### src/sd_frame_pkg.sv
// one-bit SD data frame layout; no CRC, the 16-bit trailer is always zero
package sd_frame_pkg;

	// data frame: start, word, trailer, end
	localparam int frame_len = 50;
	localparam int data_w    = 32;
	localparam int trailer_w = 16;

	// status token from the card, start bit counted in
	localparam int resp_len = 3;

	// wide enough to count up to frame_len
	localparam int len_w = 6;

	// fields of a full data frame in order of arrival
	typedef struct packed {
		logic                 start_bit;
		logic [data_w-1:0]    data;
		logic [trailer_w-1:0] trailer;
		logic                 end_bit;
	} rx_data_t;

	// a token is shifted in from the right, upper bits stay zero
	typedef struct packed {
		logic [frame_len-resp_len-1:0] unused;
		logic [resp_len-1:0]           token;
	} rx_token_t;

	// same shift register, two readings
	typedef union packed {
		rx_data_t  blk;
		rx_token_t tok;
	} rx_frame_t;

endpackage

### src/dat_serializer.sv
// sends one 50-bit frame per load_send, MSB first; tx_bit idles at 1, drops load when disabled
`timescale 1ns/10ps

module dat_serializer
	import sd_frame_pkg::*;
(
	input  logic              sd_clock,
	input  logic              rst_n,
	input  logic              tx_enable,
	input  logic              load_send,
	input  logic [data_w-1:0] tx_word,
	output logic              tx_bit,
	output logic              tx_complete
);

	logic [frame_len-1:0] shift_q;
	logic [len_w-1:0]     cnt;
	logic                 busy;
	logic                 last_bit;

	// the 50th bit is on tx_bit this cycle
	assign last_bit    = busy && (cnt == len_w'(frame_len - 1));
	assign tx_complete = last_bit;

	// line stays high between frames
	assign tx_bit = busy ? shift_q[frame_len-1] : 1'b1;

	always_ff @(posedge sd_clock) begin
		if (!rst_n) begin
			busy <= 1'b0;
			cnt  <= '0;
		end else if (!tx_enable) begin
			busy <= 1'b0;
			cnt  <= '0;
		end else if (load_send) begin
			busy <= 1'b1;
			cnt  <= '0;
		end else if (busy) begin
			cnt <= cnt + 1'b1;
			if (last_bit) begin
				busy <= 1'b0;
			end
		end
	end

	// frame body
	always_ff @(posedge sd_clock) begin
		if (tx_enable && load_send) begin
			shift_q <= {1'b0, tx_word, {trailer_w{1'b0}}, 1'b1};
		end else if (busy) begin
			shift_q <= {shift_q[frame_len-2:0], 1'b0};
		end
	end

endmodule

### config.mk
export PLATFORM = sky130hd
export DESIGN_NAME = dat_serializer
export DESIGN_NICKNAME = d
export VERILOG_FILES = /design/src/sd_frame_pkg.sv /design/src/dat_serializer.sv
export SDC_FILE = /design/constraint.sdc
export NUM_CORES = 1
export LEC_CHECK = 0
export BUFFER_PORTS_ARGS = -buffer_cell sky130_fd_sc_hd__buf_2
export CAP_MARGIN = 20
export CORE_MARGIN = 1.5
export CORE_UTILIZATION = 25
export DETAILED_ROUTE_END_ITERATION = 6
export HOLD_SLACK_MARGIN = 0.15
export SYNTH_ARGS = -nofsm -noshare
export SYNTH_HDL_FRONTEND = slang
export SYNTH_SLANG_ARGS = --single-unit
### constraint.sdc
create_clock -name sd_clock -period 2.1 [get_ports sd_clock]
set_input_delay 0.315 -clock sd_clock [delete_from_list [all_inputs] [get_ports sd_clock]]
set_output_delay 0.315 -clock sd_clock [all_outputs]
set_load 0.01 [all_outputs]
# After elaboration in Yosys (flattened, before gate mapping)
# Index checks and enable logic that the tools add are counted.
[op_classes] n_reduce_logical=5 addsub=1 magnitude_cmp=0 eq_ne=1 div_mod_pow=0 mux=6 n_mul=0 bitwise_logic=2 shifts=0
[ops] op="$mux 49" count=2
[ops] op="$add 6x1->6 const B" count=1
[ops] op="$eq 6x6->1 const B" count=1
[ops] op="$mux 1" count=4
[ops] op="$reduce_or 3->1" count=1
[ops] op="$logic_and 1x1->1" count=2
[ops] op="$not 1->1" count=2
[ops] op="$reduce_and 2->1" count=1
[ops] op="$reduce_bool 2->1" count=1
[totals] out_inout_bits=2 register_bits=57 mem_bits_ro=0 inputBits=36 mem_count=0 ram_bits=0 latch_bits=0 word_cells=19

# Longest topological paths before layout
[depth] depth_word=5 mapped_depth=5

# Worst setup path before layout
# No wires, ideal clock.
[synth_path] kind="register to register" startpoint="reg busy" endpoint="reg shift_q[17], enable pin" stages_incl_launch_ff=4 arrival_time_ps=1105 setup_ps=375 required_time_ps=1725 setup_slack_ps=620 path_buffers=2 period_less_slack_ps=1480 cell_sequence="dfxtp_1 -> buf_2 -> buf_2 -> or2_2"
[synth_between] elab_chain_cells=1
[synth_rtl] item="from (decl)" line="dat_serializer.sv:18" source="logic busy;"
[synth_rtl] item="from (signal assigned)" line="dat_serializer.sv:30" source="busy <= 1'b0;"
[synth_rtl] item="from (signal assigned)" line="dat_serializer.sv:33" source="busy <= 1'b0;"
[synth_rtl] item="from (signal assigned)" line="dat_serializer.sv:36" source="busy <= 1'b1;"
[synth_rtl] item="$reduce_bool 2->1 (no source line)"
[synth_rtl] item="to (signal assigned)" line="dat_serializer.sv:49" source="shift_q <= {1'b0, tx_word, {trailer_w{1'b0}}, 1'b1};"
[synth_rtl] item="to (signal assigned)" line="dat_serializer.sv:51" source="shift_q <= {shift_q[frame_len-2:0], 1'b0};"
[synth_rtl] item="to (decl)" line="dat_serializer.sv:16" source="logic [frame_len-1:0] shift_q;"
# No other way between the ends.
# A chain may end at the register's enable or synchronous reset.

# Worst setup path after layout
[layout_path] startpoint="reg cnt[0]" endpoint="out tx_complete"
[layout_between] elab_chain_cells=2
[layout_rtl] item="from (decl)" line="dat_serializer.sv:17" source="logic [len_w-1:0] cnt;"
[layout_rtl] item="from (signal assigned)" line="dat_serializer.sv:39" source="cnt <= cnt + 1'b1;"
[layout_rtl] item="$eq 6x6->1" line="dat_serializer.sv:22" source="assign last_bit = busy && (cnt == len_w'(frame_len - 1));"
[layout_rtl] item="$logic_and 1x1->1" line="dat_serializer.sv:22"
[layout_rtl] item="to (decl)" line="dat_serializer.sv:13" source="output logic tx_complete"
# No other way between the ends.

==> flow_summary.toml <==
[clock_network]
path_clk_slew_ns = 0.07
cts-htree-levels = 3
cts_tree = "yes"
clk_latency_ns = 0.33
clock_path_buffers = 2
postCtsHoldBufs = 0
cts.sinks = 57
post_cts_resized = 0
root_buffer = "clkbuf_8"
postCtsSetupRepairBufs = 0
cts_buffers = 9

[sta]
drv_slew = 0
period_minus_slack_ns = 1.63
rsz0062_at_grt = "no"
fin_skew_ns = 0.00608
hold_viol = 0
finalSetupTns_ns = 0
tightest_slew_ns = 0.804
slew_headroom_pct = 46.4
max_freq_mhz = 614
hold_ws_ns = 0.240
min_period_over_period_pct = 77.6
finalSetupViolations = 0

[synth]
ys_ff_latch = 57
synth_top_area_cell = "edfxtp_1"
synthDistinctLibCells = 26
synthesis.instances = 234
yosys_warnings = 0
yosysSeqAreaShare_pct = 61.5
yosys-top-cells-area = "edfxtp_1 (40%), dfxtp_1 (21%), nand2_1 (10%), mux2i_1 (7.2%), o21ai_0 (6.9%)"
synth_top_area_share_pct = 40.4
synth_area_per_cell_sq_um = 10.2
syn_area_sq_um = 2380
yosysMostFrequentCell = "nand2_1"
synth-main-ff-cell = "edfxtp_1"
synthArstFlopShare_pct = 0
synthTopCellsByCount = "nand2_1 (66), o21ai_0 (33), edfxtp_1 (32)"
synth-edff-count = 32
syn_nets = 272

[setup_path]
arrival_ns = 1.31
cpLargestDelayFamily = "flip-flops"
startpoint_type = "flop"
cpPeakStageDelay_ns = 0.41
worstPathRequired_ns = 1.78
cp_slowest_cell = "dfxtp_1"
crit_buf_inv = 1
path_class = "flop to primary output"
path_cells = "ha_1, nand4_1, nor2_1, buf_2"
crit_path_max_fanout = 4
critPathCaptureType = "primary output"

[floorplanning]
die_x_um = 101
fp.dieH_um = 101
dieArea_sq_um = 10100
fp-row-count = 35
start_util_pct = 25.7
core_area_sq_um = 9240
io_pins = 38

[power_and_ir_drop]
p_int_w = 0.00178
seqPwrFrac_pct = 54.0
power.density_nw_per_um2 = 825
power_frac_clock_pct = 39.0
p_comb_share_pct = 7.0
ir_drop_mv = 0.316
p_switching_w = 0.000578
power_leakage_nw = 1.05
switching_share_pct = 24.6

[flow_run]
maxCapViolCount = 0

[finish]
drive_gt1_share_pct = 21.6
fin_area_sq_um = 2850
antenna_cells = 0
nets = 306
area.growth.synth_to_final_pct = 20.0

[route]
via_per_inst = 4.09
drtAntennaViolNets = 0
drt_wl_total_mm = 4.33
dr.pass1.iters = 4
detail_route.wl_per_cell_um = 10.8
drt_iter0_markers = 65
drc = 0
via_count = 1644

[outcome]
outcome = "complete, no violations"

[global_route]
grt_overflow_total = 0
grt_pass1_wl_mm = 7.12
antenna_found_initial = 0
grt_pass1_vias = 1566
grt_usage_pct = 9.14
grt_start_max_net_pins = 83

[min_path]
min_path_type = "input port to flop"

[placed_design]
gp_congestion = 0.676
port_buffers = 37
dpl_cell_area_sq_um = 2670
dp_hpwl_mm = 2.66
power by group through the flow:
stage	registers (W)	logic (W)	clock network, W
3_3_place_gp	0.00129	0.000164	0
2_1_floorplan	0.00129	0.000111	0
4_1_cts	0.00127	0.000169	0.000951
5_1_grt	0.00128	0.000187	0.000995
3_5_place_dp	0.00130	0.000168	0
6_report	0.00127	0.000165	0.000919
final timing paths:
path	from	end	slack, ns	cells after the start
max	cnt[0]	tx_complete	0.47	4
min	load_send	busy	0.24	2
max reg2reg	busy	shift_q[42]	0.71	1
min reg2reg	shift_q[0]	shift_q[0]	0.46	1
cell usage in the layout, fill, tap and decap left out:
cell type   netlist  routed
a211oi_1          1       1
a21o_1            1       1
a21oi_1           1       1
a32o_1            1       1
and2_2            0       1
and3_1            1       1
buf_12            0       1
buf_2            12      37
buf_4             1       1
clkbuf_8          0      10
clkinv_2          0       2
clkinv_4          0       1
clkinvlp_4        0       2
dfxtp_1          25      24
dfxtp_2           0       1
edfxtp_1         32      32
ha_1              2       2
inv_1             2       2
inv_6             0       1
mux2i_1          17      17
nand2_1          66      66
nand2b_1          1       1
nand3b_1          1       1
nand4_1           2       2
nand4_2           1       1
nor2_1           24      24
o21ai_0          33      33
or2_2             1       1
or3_1             1       1
xnor2_1           1       1
xor2_1            3       3
state kept, by name, indices dropped and copies added, names as in the netlist:
register	count
shift_q	50
cnt	6
busy	1
layout make-up:
cell class,count,area [sq um]
fill,965,6390
sequential,57,1460
multi-input combinational,159,828
timing repair buffer,39,213
tap,129,161
clock buffer,10,138
clock inverter,6,42.5
inverter,2,7.51
per-layer routing:
layer,vias to the layer above,part of all wire [%],global-route usage (%)
met5,-,0,0
met4,0,0.90,3.25
met3,6,4.4,3.88
met2,30,45,14.1
met1,741,50,11.5
li1,867,-,-
stage by stage:
stage          std cells  total power, W  utilization (%)  setup WS, ns
3_3_place_gp         386         0.00146             28.9         0.441
5_1_grt              402         0.00246             30.9         0.378
3_5_place_dp         386         0.00146             28.9         0.411
6_report             402         0.00235             30.9         0.471
4_1_cts              402         0.00239             30.9         0.421
2_1_floorplan        234         0.00140                -         0.620
cell families after synthesis:
kind of cell / synth area share [%]
XOR/XNOR: 1.47
multiplexers: 7.16
buffers and inverters: 3.74
AO/OA/AOI/OAI: 8.21
flip-flops: 61.5
adder cells (fa/ha/maj): 1.05
AND/OR/NAND/NOR: 16.9
(Power assumes the default switching activity.)
