**src/sd_frame_pkg.sv**
```systemverilog
// one-bit SD data frame layout; no CRC, the 16-bit trailer is always zero
package sd_frame_pkg;

	// data frame: start, word, trailer, end
	localparam int frame_len = 50;
	localparam int data_w    = 32;
	localparam int trailer_w = 16;

	// status token from the card, start bit counted in
	localparam int resp_len = 3;

	// wide enough to count up to frame_len
	localparam int len_w = 6;

	// fields of a full data frame in order of arrival
	typedef struct packed {
		logic                 start_bit;
		logic [data_w-1:0]    data;
		logic [trailer_w-1:0] trailer;
		logic                 end_bit;
	} rx_data_t;

	// a token is shifted in from the right, upper bits stay zero
	typedef struct packed {
		logic [frame_len-resp_len-1:0] unused;
		logic [resp_len-1:0]           token;
	} rx_token_t;

	// same shift register, two readings
	typedef union packed {
		rx_data_t  blk;
		rx_token_t tok;
	} rx_frame_t;

endpackage

```
**src/dat_deserializer.sv**
```systemverilog
// needs one high sample before a low start bit counts; output right-aligned, kept after done
`timescale 1ns/10ps

module dat_deserializer
	import sd_frame_pkg::*;
(
	input  logic      sd_clock,
	input  logic      rst_n,
	input  logic      rx_enable,
	input  logic      expect_resp,
	input  logic      rx_bit,
	output rx_frame_t rx_frame,
	output logic      rx_complete,
	output logic      start_seen
);

	logic [frame_len-1:0] shift_q;
	logic [len_w-1:0]     len;
	logic [len_w-1:0]     cnt;
	logic [len_w-1:0]     cnt_nxt;
	logic                 armed;
	logic                 busy;
	logic                 start_hit;

	// token or full data frame
	assign len     = expect_resp ? len_w'(resp_len) : len_w'(frame_len);
	assign cnt_nxt = cnt + 1'b1;

	// armed first, so the tail of our own outgoing frame in the sampler is ignored
	assign start_hit = armed && !busy && !rx_bit;

	assign rx_frame = shift_q;

	always_ff @(posedge sd_clock) begin
		if (!rst_n) begin
			armed       <= 1'b0;
			busy        <= 1'b0;
			cnt         <= '0;
			rx_complete <= 1'b0;
			start_seen  <= 1'b0;
		end else begin
			rx_complete <= 1'b0;
			start_seen  <= 1'b0;
			if (!rx_enable) begin
				armed <= 1'b0;
				busy  <= 1'b0;
				cnt   <= '0;
			end else if (busy) begin
				cnt <= cnt_nxt;
				if (cnt_nxt == len) begin
					busy        <= 1'b0;
					armed       <= 1'b0;
					rx_complete <= 1'b1;
				end
			end else if (start_hit) begin
				// start bit is bit one of the frame
				busy       <= 1'b1;
				cnt        <= len_w'(1);
				start_seen <= 1'b1;
			end else if (rx_bit) begin
				armed <= 1'b1;
			end
		end
	end

	always_ff @(posedge sd_clock) begin
		if (rx_enable) begin
			if (busy) begin
				shift_q <= {shift_q[frame_len-2:0], rx_bit};
			end else if (start_hit) begin
				shift_q <= '0;
			end
		end
	end

endmodule

```
**config.mk**
```make
export PLATFORM = sky130hd
export DESIGN_NAME = dat_deserializer
export DESIGN_NICKNAME = d
export VERILOG_FILES = /design/src/sd_frame_pkg.sv /design/src/dat_deserializer.sv
export SDC_FILE = /design/constraint.sdc
export NUM_CORES = 1
export LEC_CHECK = 0
export ABC_CLOCK_PERIOD_IN_PS = 3400
export BUFFER_PORTS_ARGS = -buffer_cell sky130_fd_sc_hd__buf_2
export CORE_ASPECT_RATIO = 0.75
export CORE_MARGIN = 4
export CORE_UTILIZATION = 40
export CTS_BUF_LIST = sky130_fd_sc_hd__clkbuf_16
export DETAILED_ROUTE_END_ITERATION = 8
export GPL_TIMING_DRIVEN = 0
export HOLD_SLACK_MARGIN = 0.02
export RECOVER_POWER = 100
export SLEW_MARGIN = 0
export SYNTH_ARGS = -nofsm -noshare
export SYNTH_HDL_FRONTEND = slang
export SYNTH_SLANG_ARGS = --single-unit
```
**constraint.sdc**
```tcl
create_clock -name sd_clock -period 3.4 [get_ports sd_clock]
set_clock_uncertainty 0.05 [all_clocks]
set_input_delay 0.34 -clock sd_clock [delete_from_list [all_inputs] [get_ports sd_clock]]
set_output_delay 0.34 -clock sd_clock [all_outputs]
set_load 0.05 [all_outputs]
```
# Word level (Yosys, flattened, before mapping)
# Cells that the tools add are included.
[word_totals] ff_bits=60 latchBits=0 ramBits=0 rom_bits=0 out_inout_bits=52 elab_cells=36 memories=0
[classes] n_addsub=1 mul=0 n_div=0 order_cmp=0 eq_ne=3 n_shift=0 n_mux=13 bitwise_logic=2 reduce_logical=11
[ops] op="$mux W50" count=2
[ops] op="$mux W6" count=3
[ops] op="$mux W1" count=8
[ops] op="$add A6 B1 Y6 const B" count=1
[ops] op="$eq A6 B6 Y1" count=1
[ops] op="$reduce_and A3 Y1" count=2
[ops] op="$reduce_and A2 Y1" count=2
[ops] op="$reduce_bool A2 Y1" count=2
[ops] op="$reduce_or A3 Y1" count=1
[ops] op="$logic_and A1 B1 Y1" count=2
[ops] op="$logic_not A1 Y1" count=2
[ops] op="$ne A2 B1 Y1 const B" count=1
[ops] op="$ne A2 B2 Y1 const B" count=1
[ops] op="$not A1 Y1" count=2

# Depth between registers and ports, before layout
[logic_depth] depth_word=5 ltp_mapped=7 depth_no_buf=6

# Worst setup path after synthesis
# Ideal clock, no wire load.
[synth_timing] path_kind="flip-flop to flip-flop" start="register busy" end="register shift_q[0], in the netlist rx_frame[0] (enable)" setup_ns=0.413 arrival_time_ns=1.885 t_required_ns=2.937 setup_slack_ns=1.053 stages_incl_launch_ff=5 path_buffers=1 period_less_slack_ns=2.347 cell_sequence="dfxtp_1 -> inv_1 -> clkbuf_1 -> nand2_1 -> and2_1"
[synth_via] elab_chain_cells=5
[synth_rtl] element="start: declaration" line="dat_deserializer.sv:22" rtl="logic busy;"
[synth_rtl] element="start signal: assignment" line="dat_deserializer.sv:37" rtl="busy <= 1'b0;"
[synth_rtl] element="start signal: assignment" line="dat_deserializer.sv:46" rtl="busy <= 1'b0;"
[synth_rtl] element="start signal: assignment" line="dat_deserializer.sv:51" rtl="busy <= 1'b0;"
[synth_rtl] element="$logic_not A1 Y1" line="dat_deserializer.sv:30" rtl="assign start_hit = armed && !busy && !rx_bit;"
[synth_rtl] element="$logic_and A1 B1 Y1 (2 in series)" line="dat_deserializer.sv:30"
[synth_rtl] element="$reduce_bool A2 Y1 (no source line) *"
[synth_rtl] element="$reduce_and A2 Y1 (no source line) *"
[synth_rtl] element="end signal: assignment" line="dat_deserializer.sv:69" rtl="shift_q <= {shift_q[frame_len-2:0], rx_bit};"
[synth_rtl] element="end: declaration" line="dat_deserializer.sv:17" rtl="logic [frame_len-1:0] shift_q;"
# Mark *: on every way between the ends. The rest lies on a longest branch, timed or not.
# A chain may end at the register's enable or synchronous reset.

# Worst setup path in the final report
[layout_timing] start="register busy" end="register shift_q[26], in the netlist rx_frame[26] (enable)"
# The elaborated chain is that of the path after synthesis.

==> impl_metrics.csv <==
group,metric,value,unit
route,via_per_inst,4.74,
hold_path,hold_start,"rst_n",
critical_path,cp.required,3.36,ns
clocking,clk_latency,0.32,ns
clocking,clkTransAtPathRegs,0.05,ns
critical_path,reg2reg_from,"busy",
clocking,cts_buffer_depth,2,
route,wl_met3,334,um
timing,finalSetupViolations,0,
critical_path,startpoint_type,"register",
timing,max_freq,446,MHz
timing,relSlewSlack,37.9,%
cells_and_area,area_growth_syn_to_layout,24.5,%
synthesis,yosys_warnings,0,
cells_and_area,ff_latch_area,1700,um2
cells_and_area,final_common_cell,"clkbuf_1",
global_routing,grt_max_degree,39,
outcome,status,"complete, no violations",
timing,tns,0,ns
clocking,ctsHtreeMaxLevel,3,
timing,maxSlewViolCount,0,
synthesis,synth.largest_area_cell,"edfxtp_1",
synthesis,synth_top_cells_by_area,"edfxtp_1 (62%), and2_1 (14%), dfxtp_1 (8.3%), nor2_1 (1.6%), clkbuf_1 (1.1%)",
run,max-cap-violations,0,
critical_path,end_kind,"register",
timing,period_minus_slack,2.24,ns
route,drt-pass1-iter-count,4,
route,route.met2.wl,1.92,mm
die,initial_core_util,41.3,%
die,ioPinCount,57,
hold_path,hp-class,"in -> reg",
synthesis,postSynthNetCount,184,
clocking,holdBufCountCts,0,
power_and_ir_drop,ir_worst_vdd,0.286,mV
cells_and_area,multiInputGateArea,652,um2
die,die_area,7330,um2
power_and_ir_drop,power_density,551,nW/um2
place,dp_cells,313,
route,drt_iter0_drc,79,
critical_path,r2r_end,"rx_frame[26]",
timing,rsz0062_at_grt,"no",
place,io_buffers,56,
cells_and_area,fillers,569,
global_routing,grt_pass1_vias,1406,
synthesis,synth_top_area_share,62.5,%
route,wl,4.62,mm
synthesis,yosysSeqAreaShare,70.8,%
global_routing,antenna_found_initial,0,
power_and_ir_drop,power_leakage,1.02,nW
timing,period_share,66.0,%
die,die_x,97.5,um
clocking,cts.sinks,60,
die,dieHeight,75.1,um
cells_and_area,layout_common_cells,"clkbuf_1 (60), edfxtp_1 (50), and2_0 (28), and2_1 (25)",
cells_and_area,drive_gt1_share,8.76,%
hold_path,min_to,"busy",
clocking,postCtsResizedCells,0,
hold_path,holdPathStages,2,
cells_and_area,fin_util,51.4,%
critical_path,r2r_slack,1.16,ns
critical_path,critPathMaxFanout,38,
global_routing,gr-total-overflow,0,
timing,hold_viol,0,
cells_and_area,antenna_cells,0,
timing,worstMarginPinSlew,0.932,ns
synthesis,ys_types,35,
power_and_ir_drop,report.power.total,1.65,mW
global_routing,grt_first_pass_wirelength,7.29,mm
route,routedLengthMet1,2.32,mm
critical_path,r2r_cells,5,
synthesis,syn_area,2400,um2
critical_path,critPathKind,"reg -> reg",
synthesis,synth_seq_cells,60,
route,drc,0,
die,rows,24,
clocking,cts_buffers,9,
synthesis,syn_avg_cell_area,13.5,um2
clocking,cts-root-buf,"clkbuf_16",
clocking,cts_tree,"done",
route,num_vias,1560,
place,place.gp.congestion,0.765,
die,core,5830,um2
synthesis,synthCells,178,
route,top_layer_used,"met4",
route,routedWlPerCell,14.0,um
global_routing,track_usage,13.3,%
clocking,post_cts_buffers,0,
cells_and_area,finalNetCount,252,
route,antenna_left,0,
place,hpwlAfterDp,3.11,mm
critical_path,crit_arrival,2.20,ns
cells_and_area,layout.cells.non_filler,329,
power breakdown:
group | internal, mW | switching (mW)
clock network | 0.480 | 0.297
registers | 0.802 | 0.00526
logic | 0.0123 | 0.0517
total | 1.29 | 0.354
worst max-delay path by stage:
stage | start | to | slack [ns] | depth (start not counted)
after floorplan | busy | rx_frame[0] | 1.05 | 4
after global placement | rx_bit | rx_frame[24] | 0.40 | 4
after detailed placement | cnt[0] | busy | 1.45 | 6
after CTS | cnt[0] | busy | 1.44 | 6
after global routing | busy | rx_frame[26] | 0.89 | 5
final | busy | rx_frame[26] | 1.16 | 5
logic make-up (layout without fill, tap and decap cells):
| family | after synthesis | after routing | synth area share, % |
|---|---|---|---|
| fa+ha+maj | 1 | 1 | 0.520 |
| flops | 60 | 60 | 70.8 |
| xor+xnor | 1 | 1 | 0.364 |
| compound gates | 20 | 20 | 5.99 |
| buf+inv | 11 | 84 | 1.98 |
| simple gates | 85 | 85 | 20.4 |
layout make-up:
type | count | share of cell area, %
Inverter | 1 | 0.125
Clock buffer | 9 | 7.53
Sequential cell | 60 | 56.9
Timing Repair Buffer | 57 | 7.86
Clock inverter | 7 | 1.17
Tap cell | 78 | 3.26
Buffer | 10 | 1.42
Multi-Input combinational cell | 107 | 21.8
per-layer routing:
layer  global-route usage [%]  vias up
li1                         -      767
met2                     16.2       49
met5                        0        -
met1                     19.2      739
met4                     5.99        0
met3                     6.57        5
stage by stage:
step | setup WS [ns] | hold slack [ns] | cell area [um2]
after floorplan | 1.05 | 0.407 | 2400
after global placement | 0.404 | 0.436 | 2780
after detailed placement | 1.45 | 0.444 | 2800
after CTS | 1.44 | 0.235 | 3060
after global routing | 0.887 | 0.254 | 2990
final | 1.16 | 0.244 | 2990
Yosys cell counts:
master and number:
and2_1 52, edfxtp_1 50, dfxtp_1 10, nor2_1 10, clkbuf_1 7, nand2_1 7
nor3_1 5, a21oi_1 4, o21ai_0 3, and3_1 2, buf_2 2, nand3b_1 2
nand4_1 2, a211oi_1 1, a21boi_0 1, a21o_1 1, a221oi_1 1, a2bb2oi_1 1
a311o_1 1, a311oi_1 1, a41o_1 1, and2_4 1, and3b_1 1, buf_4 1
ha_1 1, inv_1 1, nand2b_1 1, nand3_1 1, nor2b_1 1, o211ai_1 1
o21a_1 1, o21ba_2 1, o22ai_1 1, o31a_1 1, xor2_1 1
state kept, by name, summed over array words and instances (netlist names):
signal / count
armed: 1
busy: 1
cnt: 6
rx_complete: 1
rx_frame: 50
start_seen: 1
worst max-delay path: stages (launching register included):
cell	delay (ns)
dfxtp_1	0.37
inv_1	0.06
clkbuf_1	0.22
nand2_1	0.16
and2_0	0.75
buf_12	0.32
Note: power is estimated with default switching activity, not from simulation.
