===== src/sd_frame_pkg.sv =====
// one-bit SD data frame layout; no CRC, the 16-bit trailer is always zero
package sd_frame_pkg;

	// data frame: start, word, trailer, end
	localparam int frame_len = 50;
	localparam int data_w    = 32;
	localparam int trailer_w = 16;

	// status token from the card, start bit counted in
	localparam int resp_len = 3;

	// wide enough to count up to frame_len
	localparam int len_w = 6;

	// fields of a full data frame in order of arrival
	typedef struct packed {
		logic                 start_bit;
		logic [data_w-1:0]    data;
		logic [trailer_w-1:0] trailer;
		logic                 end_bit;
	} rx_data_t;

	// a token is shifted in from the right, upper bits stay zero
	typedef struct packed {
		logic [frame_len-resp_len-1:0] unused;
		logic [resp_len-1:0]           token;
	} rx_token_t;

	// same shift register, two readings
	typedef union packed {
		rx_data_t  blk;
		rx_token_t tok;
	} rx_frame_t;

endpackage


===== src/sd_ctrl_pkg.sv =====
// controller encodings; block count is 4 bits and timeout count 16 bits wide
package sd_ctrl_pkg;

	// block sequencing states
	typedef enum logic [2:0] {
		st_idle,
		st_fetch,
		st_send,
		st_wait_resp,
		st_recv,
		st_store,
		st_done
	} ctrl_state_t;

	// card accepted the block (start bit included)
	localparam logic [2:0] resp_accepted = 3'b010;

	localparam int blk_w     = 4;
	localparam int timeout_w = 16;

endpackage


===== src/dat_phys_controller.sv =====
// blocks=0 with multiple runs one block; idle_in drops a pending complete and timeout
`timescale 1ns/10ps

module dat_phys_controller
	import sd_frame_pkg::*, sd_ctrl_pkg::*;
(
	input  logic                 sd_clock,
	input  logic                 rst_n,
	input  logic                 strobe_in,
	input  logic                 ack_in,
	input  logic                 idle_in,
	input  logic [timeout_w-1:0] timeout_reg,
	input  logic [blk_w-1:0]     blocks,
	input  logic                 write_read,
	input  logic                 multiple,
	input  logic                 status,
	input  logic [data_w-1:0]    data_from_fifo,
	input  logic                 tx_complete,
	input  logic                 rx_complete,
	input  logic                 start_seen,
	input  rx_frame_t            rx_frame,
	output logic                 serial_ready,
	output logic                 complete,
	output logic                 ack_out,
	output logic                 data_timeout,
	output logic                 read_enable,
	output logic                 write_enable,
	output logic [data_w-1:0]    data_to_fifo,
	output logic                 load_send,
	output logic [data_w-1:0]    tx_word,
	output logic                 tx_enable,
	output logic                 rx_enable,
	output logic                 expect_resp,
	output logic                 drive_pin
);

	ctrl_state_t          state;
	logic [blk_w-1:0]     blk_left;
	logic [timeout_w-1:0] tmo_cnt;
	logic                 started;
	logic                 accept;
	logic                 waiting;
	logic                 timed_out;
	logic                 last_blk;

	assign accept    = (state == st_idle) && strobe_in && !idle_in;
	assign waiting   = (state == st_wait_resp) || (state == st_recv);
	assign timed_out = waiting && !started && (tmo_cnt == timeout_reg);
	assign last_blk  = (blk_left == blk_w'(1));

	// host side
	assign serial_ready = (state == st_idle);
	assign complete     = (state == st_done);

	// FIFO side, pop only with a word present
	assign read_enable  = (state == st_fetch) && status && !idle_in;
	assign write_enable = (state == st_store);
	assign data_to_fifo = rx_frame.blk.data;

	// link control
	assign tx_enable   = (state == st_send);
	assign drive_pin   = (state == st_send);
	assign rx_enable   = waiting;
	assign expect_resp = (state == st_wait_resp);

	always_ff @(posedge sd_clock) begin
		if (!rst_n) begin
			state        <= st_idle;
			ack_out      <= 1'b0;
			load_send    <= 1'b0;
			data_timeout <= 1'b0;
			blk_left     <= '0;
			tmo_cnt      <= '0;
			started      <= 1'b0;
		end else if (idle_in) begin
			// abort, back to idle at once
			state        <= st_idle;
			ack_out      <= 1'b0;
			load_send    <= 1'b0;
			data_timeout <= 1'b0;
			tmo_cnt      <= '0;
			started      <= 1'b0;
		end else begin
			ack_out   <= accept;
			load_send <= read_enable;

			// silence counter, frozen once a start bit arrives
			if (waiting && !started) begin
				tmo_cnt <= tmo_cnt + 1'b1;
			end else begin
				tmo_cnt <= '0;
			end
			if (start_seen) begin
				started <= 1'b1;
			end

			case (state)
				st_idle: begin
					if (strobe_in) begin
						blk_left <= (multiple && blocks != '0) ? blocks : blk_w'(1);
						state    <= write_read ? st_fetch : st_recv;
					end
				end
				st_fetch: begin
					// wait here while the FIFO is empty
					if (status) begin
						state <= st_send;
					end
				end
				st_send: begin
					if (tx_complete) begin
						state <= st_wait_resp;
					end
				end
				st_wait_resp: begin
					if (timed_out) begin
						data_timeout <= 1'b1;
						state        <= st_done;
					end else if (rx_complete) begin
						started <= 1'b0;
						// a rejected token ends the transfer without timeout
						if (rx_frame.tok.token != resp_accepted || last_blk) begin
							state <= st_done;
						end else begin
							blk_left <= blk_left - 1'b1;
							state    <= st_fetch;
						end
					end
				end
				st_recv: begin
					if (timed_out) begin
						data_timeout <= 1'b1;
						state        <= st_done;
					end else if (rx_complete) begin
						started <= 1'b0;
						state   <= st_store;
					end
				end
				st_store: begin
					if (last_blk) begin
						state <= st_done;
					end else begin
						blk_left <= blk_left - 1'b1;
						state    <= st_recv;
					end
				end
				st_done: begin
					if (ack_in) begin
						data_timeout <= 1'b0;
						state        <= st_idle;
					end
				end
				default: begin
					state <= st_idle;
				end
			endcase
		end
	end

	// outgoing word, captured with the FIFO pop
	always_ff @(posedge sd_clock) begin
		if (read_enable) begin
			tx_word <= data_from_fifo;
		end
	end

endmodule


===== config.mk =====
export PLATFORM = sky130hd
export DESIGN_NAME = dat_phys_controller
export DESIGN_NICKNAME = d
export VERILOG_FILES = /design/src/sd_frame_pkg.sv /design/src/sd_ctrl_pkg.sv /design/src/dat_phys_controller.sv
export SDC_FILE = /design/constraint.sdc
export NUM_CORES = 1
export LEC_CHECK = 0
export ABC_CLOCK_PERIOD_IN_PS = 4200
export BUFFER_PORTS_ARGS = -buffer_cell sky130_fd_sc_hd__buf_2
export CORE_ASPECT_RATIO = 1.25
export CORE_MARGIN = 3
export CORE_UTILIZATION = 38
export DETAILED_ROUTE_END_ITERATION = 8
export HOLD_SLACK_MARGIN = 0.08
export PLACE_DENSITY = 0.77
export SYNTH_ARGS = -nofsm -noshare
export SYNTH_HDL_FRONTEND = slang
export SYNTH_SLANG_ARGS = --single-unit

===== constraint.sdc =====
create_clock -name sd_clock -period 4.2 [get_ports sd_clock]
set_input_delay 0.84 -clock sd_clock [delete_from_list [all_inputs] [get_ports sd_clock]]
set_output_delay 0.84 -clock sd_clock [all_outputs]
set_load 0.05 [all_outputs]

Word level (Yosys, flattened, before mapping)
Index checks and enable logic that the tools add are counted.
{ "op_classes": {"n_addsub": 2, "n_eq_ne": 20, "mux": 26, "bitwise_logic": 3, "n_reduce_logical": 21} }
{ "op_table": {"columns": ["cell", "count"], "rows": [
  ["3-bit 2-to-1 mux", 10],
  ["4-bit 2-to-1 mux", 6],
  ["3-bit one-hot mux with 7 select lines", 1],
  ["16-bit by 1-bit adder with 16-bit output, second input constant", 1],
  ["16-bit == test", 1],
  ["2-bit != test, second input constant", 8],
  ["4-bit one-hot mux with 3 select lines", 1],
  ["3-bit == test, second input constant", 3],
  ["1-bit logical AND", 7],
  ["7-bit AND reduction", 1],
  ["3-bit by 2-bit == test with 1-bit output, second input constant", 2],
  ["1-bit 2-to-1 mux", 6],
  ["3-bit by 2-bit != test with 1-bit output, second input constant", 2],
  ["6-bit AND reduction", 1],
  ["4-bit by 1-bit == test with 1-bit output, second input constant", 1],
  ["4-bit nonzero test", 1],
  ["2-bit OR reduction", 2],
  ["4-bit by 1-bit subtractor with 4-bit output, second input constant", 1],
  ["3-bit by 1-bit == test with 1-bit output, second input constant", 1],
  ["3-bit logical NOT", 1],
  ["3-bit != test, second input constant", 1],
  ["1-bit inverter", 3],
  ["3-bit AND reduction", 1],
  ["3-bit nonzero test", 1],
  ["other kinds (7)", 9]
]} }
{ "totals": {"register_bits": 59, "output_inout_bits": 75, "elab_cells": 80} }

Longest topological paths before layout
{ "depth": {"depth_word": 6, "depth_mapped": 10, "ltp_nobuf": 9} }

Least setup slack after synthesis
No wires, ideal clock.
{ "synth_path": {"path_kind": "flip-flop to output port", "startpoint": "register state[0]", "endpoint": "output read_enable", "t_arrival_ns": 4.623, "setup_slack_ns": -1.263, "path_stages_with_launch": 4, "path_buffers": 1, "cell_sequence": "dfxtp_1 clkbuf_1 or3b_2 nor3b_1"} }
{ "synth_between": {"elab_chain_len": 3} }
{ "synth_lines": {"columns": ["element", "line_no", "source"], "rows": [
  ["start: declaration", "dat_phys_controller.sv:37", "ctrl_state_t state;"],
  ["start signal: assignment", "dat_phys_controller.sv:68", "state <= st_idle;"],
  ["start signal: assignment", "dat_phys_controller.sv:77", "state <= st_idle;"],
  ["start signal: assignment", "dat_phys_controller.sv:101", "state <= write_read ? st_fetch : st_recv;"],
  ["3-bit by 1-bit == test with 1-bit output", "dat_phys_controller.sv:56", "assign read_enable = (state == st_fetch) && status && !idle_in;"],
  ["1-bit logical AND (2 in series)", "dat_phys_controller.sv:56", null],
  ["end: declaration", "dat_phys_controller.sv:26", "output logic read_enable,"]
]} }
No other way between the ends.

Worst setup path in the final report
Same ends and word-level chain as after synthesis.

==> results.toml <==
[layout]
drive_gt1_frac = 0.380
syn_to_final_growth_pct = 19.8
diodes = 0
fin_nets = 456

[logic_synthesis]
synth-seq-cells = 59
synth.distinct_cells = 48
synth_area_leader_cell = "edfxtp_1"
ys_warn_count = 0
synth_top_area_frac = 0.343
synthesis.nets = 374
syn-cell-area_sq_um = 2800
yosys-top-cells-area = "edfxtp_1, dfxtp_1, buf_4"
synth_area_per_cell_sq_um = 10.8
syn_inst = 258
yosysSeqAreaShare = 0.536

[floorplan]
die_area_sq_um = 8440
coreArea_sq_um = 7060
rows = 34
start_util = 0.396
ioPinCount = 188
die_height_um = 102
fp.dieW_um = 82.8

[pwr]
p_leak_nw = 1.41
power.total_mw = 1.16
max-vdd-ir-drop_uv = 146
power_density_nw_per_um2 = 347

[drt]
vias = 2089
dr.pass1.iters = 4
wl_per_cell_um = 14.2
wirelength_mm = 6.20
ant_nets = 0
viasPerCell = 4.80
drtIter0Drc = 46
drcViolationCount = 0

[job]
cap_violations = 0

[global_routing]
grt_pass1_vias = 1994
grt_pass1_wl_mm = 9.23
grt_usage = 0.146
grt-ovfl-total = 0
grt_start_max_net_pins = 34
grt_antenna_before_repair = 0

[timing]
post-route-min-period_ns = 2.87
report.final.slew_viol_count = 0
final_hold_viol_count = 0
setup_viol = 0
fmax_ghz = 0.348
rsz0062_at_grt = "no"
fin_crit_sh = 0.684
finalSetupTns_ns = 0
fin_skew_ns = 0.00713
worst_pin_slew_ns = 0.627
maxSlewHeadroom = 0.579

[placement]
portBuffers = 108
place.gp.congestion = 0.882
dp_hpwl_mm = 4.87

[clock_tree]
insertion_delay_ns = 0.32
cts_buffer_depth = 2
cts_buffers = 9
root_buffer = "clkbuf_8"
clkSinkCount = 59
cts_resized = 0
holdBufCountCts = 0
post_cts_buffers = 0
htreeDepth = 3
cts_tree = "built"
cts.clk_slew.worst_paths_ns = 0.06

[min_path]
hold_class = "reg2reg"

[critical_path]
worst_ep_arrival_time_ns = 2.03
cp-end-kind = "output pin"
required_ns = 3.36
crit_fanout = 15
critPathLaunchType = "register"
crit_type = "reg2out"

[outcome]
outcome = "complete, no violations"
-- power by group --
group	leakage, nW	internal, mW	switching (mW)	total, mW
Clock	0.0791	0.211	0.204	0.414
Combinational	0.820	0.0520	0.0708	0.123
Sequential	0.507	0.618	0.00919	0.627
Total	1.41	0.881	0.284	1.16
-- metrics by stage --
stage,hold slack (ns),setup WS (ns),cell area (sq um),util,std cells
4_1_cts,0.494,1.30,3350,0.475,435
5_1_grt,0.522,1.23,3350,0.475,435
2_1_floorplan,0.452,0.332,2800,-,258
6_report,0.493,1.33,3350,0.475,435
3_3_place_gp,0.470,1.61,3190,0.452,419
3_5_place_dp,0.486,1.57,3190,0.452,419
-- state kept, by name (all words and copies together), names as in the netlist --
signal / flops
data_timeout: 1
blk_left: 4
ack_out: 1
started: 1
tx_word: 32
state: 3
tmo_cnt: 16
load_send: 1
-- synth_stat cells (all sizes together) --
master and count:
nand2b 3, clkbuf 2, and4 2, nor4 2, nor3b 3, and3 5, ha 3, or3 3
or2b 1, dfxtp 27, nor3 4, o32ai 1, nor2b 3, o32a 1, a21o 2, o21ai 7
or3b 1, nand3 9, o31a 1, and2 1, inv 8, a22oi 2, xor2 15, o22a 1
a31oi 1, a211oi 3, nand4 4, o211ai 1, xnor2 15, edfxtp 32, nor2 31, nand3b 1
a311oi 1, o311ai 1, nand2 13, nor4b 1, mux2i 3, and3b 1, buf 36, a21oi 7
-- metal layers --
metal  part of all wire  global-route usage
met1               0.35               0.146
met2               0.50               0.251
met3               0.12              0.0608
met4              0.037              0.0855
met5                  0                   0
-- cells by family (layout without fill, tap and decap cells) --
group | Yosys count | after routing | synth area share
xor+xnor | 30 | 30 | 0.0939
mux | 3 | 3 | 0.0107
buf+inv | 46 | 133 | 0.110
compound gates | 29 | 29 | 0.0720
fa+ha+maj | 3 | 3 | 0.0134
flops | 59 | 59 | 0.536
simple gates | 88 | 88 | 0.163
-- path summary, 6_finish.rpt --
kind                     from          end  slack, ns  cells past startpoint
setup / recovery     state[0]  read_enable       1.33                      3
hold / removal    blk_left[3]  blk_left[3]       0.49                      2
setup reg to reg     state[1]  blk_left[2]       1.67                      9
hold reg to reg   blk_left[3]  blk_left[3]       0.49                      2
-- layout by cell type, fill, tap and decap left out, drive strengths merged, types with 4 or more instances in the layout --
master and instances:
buf 109, nor3 4, dfxtp 27, nand3 9
xor2 15, nand2 13, xnor2 15, nand4 4
a21oi 7, inv 8, o21ai 7, edfxtp 32
clkbuf 11, nor2 31, and3 5
-- layout make-up --
| type | instances | area [sq um] |
|---|---|---|
| Sequential cell | 59 | 1500 |
| Multi-Input combinational cell | 153 | 1000 |
| Tap cell | 90 | 113 |
| Clock inverter | 5 | 30.0 |
| Inverter | 8 | 30.0 |
| Clock buffer | 11 | 131 |
| Timing Repair Buffer | 109 | 548 |
| Fill cell | 669 | 3710 |
-- worst max-delay path, cell delays in order, from the launching register on --
cell     delay [ns]
dfxtp_1        0.62
or3b_2         0.54
nor3b_4        0.25
buf_2          0.31
No activity file was read; power rests on OpenSTA's default activity.
